--- src/verilog/key_debounce.sv ---
`timescale 1ns/1ps
`default_nettype none

module key_debounce
#(
    parameter int DEBOUNCE_CYCLES = 500000      // cycles the key must stay put
)
(
    input  wire logic core_clk,
    input  wire logic reset_i,
    input  wire logic key_i,                    // raw key, async
    output logic      press_o                   // one pulse per debounced press
);

    localparam int               CNT_W    = $clog2(DEBOUNCE_CYCLES + 1);
    localparam logic [CNT_W-1:0] CNT_LAST = CNT_W'(DEBOUNCE_CYCLES - 1);

    logic             key_s1;                   // sync stage 1
    logic             key_s2;                   // sync stage 2
    logic             key_db;                   // accepted key level
    logic [CNT_W-1:0] stable_cnt;

    always_ff @(posedge core_clk)
    begin
        if (reset_i)
        begin
            key_s1     <= 1'b0;
            key_s2     <= 1'b0;
            key_db     <= 1'b0;
            stable_cnt <= '0;
            press_o    <= 1'b0;
        end
        else
        begin
            key_s1  <= key_i;
            key_s2  <= key_s1;
            press_o <= 1'b0;
            if (key_s2 == key_db)
                stable_cnt <= '0;                   // bounce, start over
            else if (stable_cnt == CNT_LAST)
            begin
                stable_cnt <= '0;
                key_db     <= key_s2;
                press_o    <= key_s2;               // rising edge only
            end
            else
                stable_cnt <= stable_cnt + 1'b1;
        end
    end

endmodule

`default_nettype wire

--- config.mk ---
export PLATFORM = sky130hd
export DESIGN_NAME = key_debounce
export DESIGN_NICKNAME = d
export VERILOG_FILES = /design/src/verilog/key_debounce.sv
export SDC_FILE = /design/constraint.sdc
export NUM_CORES = 1
export LEC_CHECK = 0
export BUFFER_PORTS_ARGS = -buffer_cell sky130_fd_sc_hd__buf_4
export CAP_MARGIN = 30
export CORE_MARGIN = 4
export CORE_UTILIZATION = 40
export CTS_CLUSTER_DIAMETER = 80
export DETAILED_ROUTE_END_ITERATION = 7
export PLACE_DENSITY = 0.62
export SETUP_SLACK_MARGIN = 0.05
export SLEW_MARGIN = 20
export SYNTH_ARGS = -nofsm -noshare
export SYNTH_HDL_FRONTEND = slang
export SYNTH_SLANG_ARGS = --single-unit
--- constraint.sdc ---
create_clock -name core_clk -period 4.1 [get_ports core_clk]
set_clock_uncertainty 0.2 [all_clocks]
set_input_delay 0.82 -clock core_clk [delete_from_list [all_inputs] [get_ports core_clk]]
set_output_delay 0.82 -clock core_clk [all_outputs]
set_load 0.005 [all_outputs]
==> results of run 1 <==
-- layout make-up --
cell class | count | area, um^2 | share of cell area (%)
clock inverter | 1 | 5.00 | 0.447
clock buffer | 3 | 22.5 | 2.01
sequential | 23 | 460 | 41.2
timing repair buffer | 3 | 22.5 | 2.01
tap | 30 | 37.5 | 3.36
multi-input combinational | 89 | 559 | 50.0
inverter | 3 | 11.3 | 1.01
-- per-layer routing --
layer	track usage (%)	vias up
met1	16.4	414
met4	7.12	0
li1	-	426
met3	3.49	4
met2	21.8	11
met5	0	-
-- cells in the final DEF (no fill, tap or decap), types with 3 or more instances in the layout --
cell and count:
nor2_1 19, nand4_1 7, inv_1 3, and4_1 3
xor2_1 5, nand3_1 7, nor4_1 3, nand2_1 7
clkbuf_4 3, nor3_1 4, a21oi_1 5, buf_4 3
dfxtp_1 23, xnor2_1 9
-- worst paths after layout --
| kind | from | cells after the start | to |
|---|---|---|---|
| worst max register to register | stable_cnt[0]$_SDFF_PP0_ | 5 | stable_cnt[16]$_SDFF_PP0_ |
| worst min-delay path | key_s1$_SDFF_PP0_ | 1 | key_s2$_SDFF_PP0_ |
| worst min register to register | key_s1$_SDFF_PP0_ | 1 | key_s2$_SDFF_PP0_ |
| worst max-delay path | stable_cnt[0]$_SDFF_PP0_ | 5 | stable_cnt[16]$_SDFF_PP0_ |
-- kinds of logic (layout without fill, tap and decap cells) --
logic type	after synthesis	count (layout)
and+or+nand+nor	64	64
DFF	23	23
xor gates and xnor gates	14	14
AOI/OAI and AO/OA	10	10
buffers and inverters	5	10
adders and majority gates	1	1
-- where the power goes --
part,total [W],leakage [nW],switching (W),internal [W]
clock network,0.000106,0.0177,0.0000696,0.0000365
logic,0.00000556,0.128,0.00000296,0.00000260
registers,0.000225,0.186,0.000000702,0.000225
total,0.000337,0.331,0.0000733,0.000264
-- state kept, by name, summed over array words and instances (netlist names) --
| name | flops |
|---|---|
| key_db | 1 |
| key_s2 | 1 |
| stable_cnt | 19 |
| key_s1 | 1 |
| press_o | 1 |
-- metrics by stage --
| step | instances | total power [W] | cell area, um^2 | setup WS [ns] |
|---|---|---|---|---|
| 2_1_floorplan | 117 | 0.000234 | 1050 | 2.39 |
| 3_3_place_gp | 148 | 0.000236 | 1090 | 2.14 |
| 3_5_place_dp | 148 | 0.000236 | 1090 | 2.15 |
| 4_1_cts | 152 | 0.000342 | 1120 | 2.09 |
| 5_1_grt | 152 | 0.000349 | 1120 | 1.88 |
| 6_report | 152 | 0.000337 | 1120 | 2.07 |
==> metrics.txt, run 1 <==
status=complete, no violations; H-Tree Depth=1; fin crit period=2.03 ns; post-cts sizing count=0; Post-Synth Simple-Gate Area=34.1%; final period utilization=49.6%; grt ovf=0; All-Layer GR Usage=13.5%; Syn Inst Count=117; leak pwr=0.331 nW; hold_ws=0.261 ns; relative max-transition margin=67.0%; Sink Count=23; Root Buffer=clkbuf_4; register bit total from synthesis=23; Initial Utilization=42.3%; Die ar.=3500 um^2; Fmax=492 MHz; Synth Warn #=0; Mean Syn Cell Area=8.95 um^2; reg2reg setup slack=2.07 ns; Bufs and invs on worst path=0; initial DRC count=19; # setup viols final=0; Clock Path Buffers=2; Post-synth EDFFs=0; TNS Setup=0 ns; metal3 WL=69 um; multiplexer area fraction after synthesis=0%; share of Yosys cell area claimed by the top area cell type=44.0%; Setup Buffers After CTS=0; Top-Level Pins=4; Site Rows=18; Synth top cells by count=dfxtp_1 (23), nor2_1 (19), xnor2_1 (9); largest area contributor in the netlist=dfxtp_1; Setup Crit Path Kind=flip-flop to flip-flop; worst-path cell chain=ha_1 > nand4_1 > nor4_1 > xnor2_1 > nor2_1; Layout area overhead=6.81%; max layer used=met4; top cell family by delay on the critical path=simple AND/OR/NAND/NOR gates; most area-consuming cells after synthesis=dfxtp_1 (44%), xnor2_1 (7.5%), nor2_1 (6.8%), nand4_1 (4.2%), xor2_1 (4.2%); synthesized cell area=1050 um^2; Post-synth top flop=dfxtp_1; Setup crit end kind=flip-flop; Critical Path AT=2.04 ns; drt pass-1 iters=4; GPL Wtd Cong=0.816; Min-Delay Path Class=flip-flop to flip-flop; post-route ant nets=0; # diodes=0; WL met2=939 um; largest family of logic cells by synthesized area=simple AND/OR/NAND/NOR gates; detailed-placement wirelength estimate=1.41 mm; vias in the first global route=844; Post-Synth Adder-Cell Area=1.19%; top-count cell post-synth=dfxtp_1; CTS clk-pin slew, worst paths=0.13 ns; sequential-to-total area share from yosys stat=44.0%; Core ar.=2480 um^2; Routed WL per cell=12.9 um; post-layout util=45.2%; DRC=0; drt via density=5.63; total length of routed wires=1.97 mm; total CTS buffers=3; Startpoint Class=flip-flop; Die Span X=59.2 um; Vias=855; async set or reset register ratio after synthesis=0%; Clock Latency Late Sink=0.31 ns; Worst Path Required=4.11 ns; hold buffer count at CTS=0; Netlist cell types=30; Die H=59.2 um; FILL cells=260; port bufs=3; first-pass GRT wire length=3.62 mm; Synth Area in Compound Gates=6.45%; crit-path max cell delay=0.52 ns; critical path fanouts, max=6; Hold Fails Final Rpt=0; antenna violations before repair=0; Peak supply drop=0.158 mV; power per cell area=301 nW/um^2; Final Max Slew Viols=0; Slew @ Worst Pin=0.490 ns; fraction of final layout cells sized beyond drive strength 1=9.84%; nets@finish=127; RSZ-0062 raised after global routing=no; post-synthesis xor/xnor area fraction=11.7%; Max Cap Viol=0; CP max-delay cell=nor4_1; largest net degree at the start of global routing=20; CTS tree=built; wire length on met1=912 um; synthesized net count=121
(Power assumes the default switching activity.)
==> run 2, diff against run 1 <==
--- a/config.mk
+++ b/config.mk
@@ -5,13 +5,14 @@
 export SDC_FILE = /design/constraint.sdc
 export NUM_CORES = 1
 export LEC_CHECK = 0
+export ABC_AREA = 1
 export BUFFER_PORTS_ARGS = -buffer_cell sky130_fd_sc_hd__buf_4
 export CAP_MARGIN = 30
 export CORE_MARGIN = 4
 export CORE_UTILIZATION = 40
 export CTS_CLUSTER_DIAMETER = 80
 export DETAILED_ROUTE_END_ITERATION = 7
-export PLACE_DENSITY = 0.62
+export PLACE_DENSITY = 0.63
 export SETUP_SLACK_MARGIN = 0.05
 export SLEW_MARGIN = 20
 export SYNTH_ARGS = -nofsm -noshare
==> constraint.sdc (replaced) <==
create_clock -name core_clk -period 1.65 [get_ports core_clk]
set_clock_uncertainty 0.2 [all_clocks]
set_input_delay 0.33 -clock core_clk [delete_from_list [all_inputs] [get_ports core_clk]]
set_output_delay 0.33 -clock core_clk [all_outputs]
set_load 0.005 [all_outputs]
==> run 2 against run 1 <==
Cell count rose by 39%. Routed wire length rose by 21%. Maximum frequency rose by 36%. First-iteration DRC count rose to 3.2 times the previous value. Sequential cell count did not move. Area after synthesis rose by 15%. Critical endpoint is now stable_cnt[7]$_SDFF_PP0_. Largest power group unchanged. Highest routed layer unchanged.
==> metrics.txt, run 2 <==
WHS Path Cells=3; Synth top cells by count=nand2_1 (40), nor2_1 (25), dfxtp_1 (23); total length of routed wires=2.39 mm; Startpoint Class=flip-flop; Netlist cell types=24; Hold Path Sink=key_s1$_SDFF_PP0_; top cell family by delay on the critical path=simple AND/OR/NAND/NOR gates; Placed Area=1250 um^2; Net Sw Frac=22.4%; Site Rows=19; Synth Area in Compound Gates=4.89%; # setup viols final=0; Die Span X=62.9 um; Top-Level Pins=4; Die H=62.9 um; Post-synth top flop=dfxtp_1; Flop pwr share=65.7%; Root Buffer=clkbuf_4; most frequent cells in the layout=nand2_1 (40), nor2_1 (25), inv_1 (19); total CTS buffers=3; Clock Latency Late Sink=0.32 ns; most area-consuming cells after synthesis=dfxtp_1 (38%), nand2_1 (12%), nor2_2 (8.8%), nor2_1 (7.8%), inv_1 (5.9%); CP max-delay cell=dfxtp_1; final instance area=1360 um^2; reg2reg setup slack=0.16 ns; Fmax=671 MHz; Post-Synth Adder-Cell Area=1.04%; GPL Wtd Cong=0.824; Peak supply drop=0.519 mV; TNS Setup=0 ns; synthesized cell area=1200 um^2; CTS tree=built; Max Cap Viol=0; Setup Buffers After CTS=0; P_sw=0.000191 W; relative max-transition margin=80.6%; Mean Syn Cell Area=7.00 um^2; Core ar.=2810 um^2; Sink Count=23; Setup Crit Path Kind=flip-flop to flip-flop; most numerous cell on the critical path=nand2_1; critical path fanouts, max=8; synthesized net count=176; Setup crit end kind=flip-flop; drt pass-1 iters=4; clock power share=31.6%; Routed WL per cell=11.3 um; largest area contributor in the netlist=dfxtp_1; RSZ-0062 raised after global routing=yes; largest family of logic cells by synthesized area=simple AND/OR/NAND/NOR gates; port bufs=3; FILL cells=281; Bufs and invs on worst path=1; first-pass GRT wire length=4.16 mm; Clock Path Buffers=2; Hold Fails Final Rpt=0; All-Layer GR Usage=13.0%; grt ovf=0; hold_ws=0.0245 ns; worst flop-to-flop path endpoint=stable_cnt[7]$_SDFF_PP0_; Post-Synth Simple-Gate Area=42.5%; leak pwr=0.426 nW; Min-Delay Path Class=primary input to flip-flop; fraction of final layout cells sized beyond drive strength 1=22.1%; worst r2r src=stable_cnt[16]$_SDFF_PP0_; power per cell area=626 nW/um^2; worst hold path startpoint=key_i; Post-synth EDFFs=0; Layout area overhead=13.3%; Die ar.=3950 um^2; sequential-to-total area share from yosys stat=38.3%; non-filler instance count after layout=212; Final Power=0.000854 W; largest net degree at the start of global routing=17; nets@finish=186; detailed-placement wirelength estimate=1.77 mm; worst-path cell chain=nand2_1 > inv_1 > nand2_1 > nor2_2 > nand3_4 > nand2_8 > a21oi_1; Vias=1057; Reg2Reg Depth=7; Syn Inst Count=172; Initial Utilization=42.9%; fin crit period=1.49 ns; vias in the first global route=970; Int Power=0.000663 W; multiplexer area fraction after synthesis=0%; max reg flops=19; share of Yosys cell area claimed by the top area cell type=38.3%; Largest Register=stable_cnt; H-Tree Depth=1; antenna violations before repair=0; Critical Path AT=1.51 ns; Final Max Slew Viols=0; dpl cells=206; async set or reset register ratio after synthesis=0%; top-count cell post-synth=nand2_1; Worst Path Required=1.67 ns; status=complete, no violations; Comb power frac=2.7%; DRC=0; crit-path max cell delay=0.40 ns; most common cell after layout, fill and taps aside=nand2_1; initial DRC count=61; register bit total from synthesis=23; drt via density=4.99; Slew @ Worst Pin=0.291 ns; Synth Warn #=0; # diodes=0; post-route ant nets=0; CTS clk-pin slew, worst paths=0.13 ns; final period utilization=90.4%; post-synthesis xor/xnor area fraction=5.09%
-- run 2: worst max path at each step --
stage                               from                        end  slack, ns  cells after the start
3_3_place_gp    stable_cnt[0]$_SDFF_PP0_  stable_cnt[14]$_SDFF_PP0_       0.09                      6
5_1_grt                key_s2$_SDFF_PP0_  stable_cnt[18]$_SDFF_PP0_       0.03                      6
6_report       stable_cnt[16]$_SDFF_PP0_   stable_cnt[7]$_SDFF_PP0_       0.16                      7
2_1_floorplan   stable_cnt[0]$_SDFF_PP0_  stable_cnt[11]$_SDFF_PP0_       0.16                      7
4_1_cts         stable_cnt[0]$_SDFF_PP0_   stable_cnt[3]$_SDFF_PP0_       0.05                      6
3_5_place_dp    stable_cnt[0]$_SDFF_PP0_   stable_cnt[8]$_SDFF_PP0_       0.04                      6
-- run 2: worst register-to-register path: cells and delay by family (launching register included) --
kind	cells	cell delay, ns
AO/OA/AOI/OAI	1	0.05
buffers and inverters	1	0.09
flip-flops	1	0.40
AND/OR/NAND/NOR	5	0.65
-- run 2: what timing repair did --
| item | CTS | global route |
|---|---|---|
| hold buffers | 1 | 0 |
| cloned | 0 | 1 |
| endpoints found under the setup margin | 15 | 20 |
| resized for setup | 1 | 13 |
| hold endpoints to repair | 4 | 0 |
| pin swaps | 0 | 2 |
-- run 2: cell families after synthesis --
logic type	count (synthesis)
xor gates and xnor gates	7
adders and majority gates	1
and+or+nand+nor	108
AOI/OAI and AO/OA	11
DFF	23
buffers and inverters	22
-- run 2: final cells by class --
cell class / instances / area [um^2] / share of cell area, %
Inverter: 21 / 81.3 / 5.96
Clock buffer: 4 / 26.3 / 1.93
Tap cell: 31 / 38.8 / 2.84
Timing Repair Buffer: 5 / 40.0 / 2.94
Sequential cell: 23 / 467 / 34.2
Multi-Input combinational cell: 128 / 711 / 52.1
-- run 2: per-layer routing --
metal  part of all wire [%]  track usage [%]  vias up
li1                       -                -      559
met4                    1.2             4.13        0
met5                      0                0        -
met3                    3.4             3.78        5
met2                     45             20.5       13
met1                     50             17.1      480
-- run 2: through the flow --
stage | util, % | setup slack (ns)
CTS | 46.3 | 0.0503
floorplan | - | 0.162
detailed placement | 44.6 | 0.0362
finish | 48.6 | 0.159
global placement | 44.6 | 0.0890
global route | 48.6 | 0.0253
-- run 2: power by group through the flow --
stage	Combinational [W]	Sequential (W)	Clock, W
2_1_floorplan	0.0000125	0.000572	0
6_report	0.0000232	0.000561	0.000270
5_1_grt	0.0000266	0.000561	0.000305
3_3_place_gp	0.0000164	0.000572	0
4_1_cts	0.0000199	0.000560	0.000274
3_5_place_dp	0.0000171	0.000573	0
==> run 3, diff against run 2 <==
--- a/config.mk
+++ b/config.mk
@@ -8,7 +8,6 @@
 export ABC_AREA = 1
 export BUFFER_PORTS_ARGS = -buffer_cell sky130_fd_sc_hd__buf_4
 export CAP_MARGIN = 30
-export CORE_MARGIN = 4
 export CORE_UTILIZATION = 40
 export CTS_CLUSTER_DIAMETER = 80
 export DETAILED_ROUTE_END_ITERATION = 7
@@ -18,3 +17,4 @@
 export SYNTH_ARGS = -nofsm -noshare
 export SYNTH_HDL_FRONTEND = slang
 export SYNTH_SLANG_ARGS = --single-unit
+export TNS_END_PERCENT = 10
==> run 3 against run 2 <==
Cell count shrank 0.47%. Maximum frequency shrank 2.7%. Core utilization shrank 1.8 points. Largest power group unchanged. Critical path type unchanged.
==> metrics.txt, run 3 (synthesis results as in run 2) <==
Max Cap Viol=0; CTS tree=built; grt ovf=0; busiest grt layer=met2; max reg flops=19; Startpoint Class=flip-flop; Fmax=653 MHz; worst-path cell chain=ha_2 > nand3_4 > inv_2 > nand3_2 > nand2_8 > a21oi_1; Root Buffer=clkbuf_4; Site Rows=19; GR Layer Usage met3=4.15%; Top-Level Pins=4; # setup viols final=0; Min-Delay Path Class=primary input to flip-flop; Clock Latency Late Sink=0.31 ns; crit-path max cell delay=0.37 ns; Placed Area=1250 um^2; H-Tree Depth=1; GPL Wtd Cong=0.859; Worst Slack Setup Final=0.118 ns; Largest Register=stable_cnt; # diodes=0; Setup Buffers After CTS=0; Slew @ Worst Pin=0.259 ns; RSZ-0062 raised after global routing=yes; Core ar.=2810 um^2; final instance area=1310 um^2; initial DRC count=56; drt pass-1 iters=4; Layout area overhead=9.15%; detailed-placement wirelength estimate=1.77 mm; Peak supply drop=0.396 mV; Die Span X=56.9 um; final period utilization=92.9%; largest net degree at the start of global routing=17; CP max-delay cell=dfxtp_2; FILL cells=292; Worst Path Required=1.67 ns; met1 GRT Util=22.5%; nets@finish=185; All-Layer GR Usage=15.9%; total length of routed wires=2.30 mm; DRC=0; top cell family by delay on the critical path=simple AND/OR/NAND/NOR gates; TNS Setup=0 ns; Die ar.=3230 um^2; vias in the first global route=901; worst r2r src=stable_cnt[0]$_SDFF_PP0_; Placement Setup Slack=0.0380 ns; Critical Path AT=1.55 ns; Die H=56.9 um; most frequent cells in the layout=nand2_1 (40), nor2_1 (25), dfxtp_1 (22); Final Max Slew Viols=0; total CTS buffers=3; hold_ws=0.0319 ns; most common cell after layout, fill and taps aside=nand2_1; relative max-transition margin=82.7%; port bufs=3; status=complete, no violations; CTS clk-pin slew, worst paths=0.13 ns; antenna violations before repair=0; Hold Fails Final Rpt=0; leak pwr=0.419 nW; worst hold path startpoint=key_i; critical path fanouts, max=16; Routed WL per cell=10.9 um; Vias=1031; Setup Crit Path Kind=flip-flop to flip-flop; GR Layer Usage met2=23.5%; power per cell area=645 nW/um^2; post-route ant nets=0; drt via density=4.89; Sink Count=23; fraction of final layout cells sized beyond drive strength 1=19.4%; crit path launch=stable_cnt[0]$_SDFF_PP0_; Setup crit end kind=flip-flop; first-pass GRT wire length=3.91 mm; Initial Utilization=42.9%; fin crit period=1.53 ns; Clock Path Buffers=2; Bufs and invs on worst path=1
run 3: changes by cell type in the layout (fill, tap and decap cells not counted), sizes merged:
cell,delta
nand2,-1
run 3: timing repair:
| item | 4_1_cts | 5_1_grt |
|---|---|---|
| endpoints found under the setup margin | 12 | 19 |
| resized for setup | 1 | 4 |
| hold buffers | 1 | 0 |
| endpoints found under the hold margin | 4 | 0 |
run 3: worst register-to-register path, cell delays in order, from the launching register on:
cell and delay, ns:
dfxtp_2 0.37, ha_2 0.22, nand3_4 0.12, inv_2 0.12
nand3_2 0.15, nand2_8 0.18, a21oi_1 0.07
run 3: final cells by class:
| class | instances | area [um^2] | area share (%) |
|---|---|---|---|
| Multi-Input combinational cell | 127 | 668 | 50.9 |
| Sequential cell | 23 | 462 | 35.1 |
| Inverter | 21 | 78.8 | 6.00 |
| Timing Repair Buffer | 5 | 40.0 | 3.05 |
| Tap cell | 31 | 38.8 | 2.95 |
| Clock buffer | 4 | 26.3 | 2.00 |
run 3: per-stage QoR:
stage               util (%)  power [W]  cells
floorplan                  -   0.000585    172
global placement        44.6   0.000589    206
detailed placement      44.6   0.000590    206
CTS                     46.3   0.000858    211
global route            46.8   0.000877    211
finish                  46.8   0.000847    211
run 3: final timing paths:
path	endpoint	slack [ns]	cells past startpoint
max	stable_cnt[3]$_SDFF_PP0_	0.12	6
min	key_s1$_SDFF_PP0_	0.03	3
max reg2reg	stable_cnt[3]$_SDFF_PP0_	0.12	6
min reg2reg	key_s2$_SDFF_PP0_	0.22	2
run 3: where the power goes:
group	total [W]	leakage (nW)	internal, W	switching (W)
clock network	0.000267	0.0150	0.0000946	0.000173
registers	0.000560	0.186	0.000558	0.00000205
logic	0.0000199	0.218	0.00000866	0.0000112
total	0.000847	0.419	0.000662	0.000186
run 3: per-layer routing:
metal	vias to the layer above	wire length, um
met3	5	83
met1	465	1180
li1	549	-
met5	-	0
met2	12	1010
met4	0	27
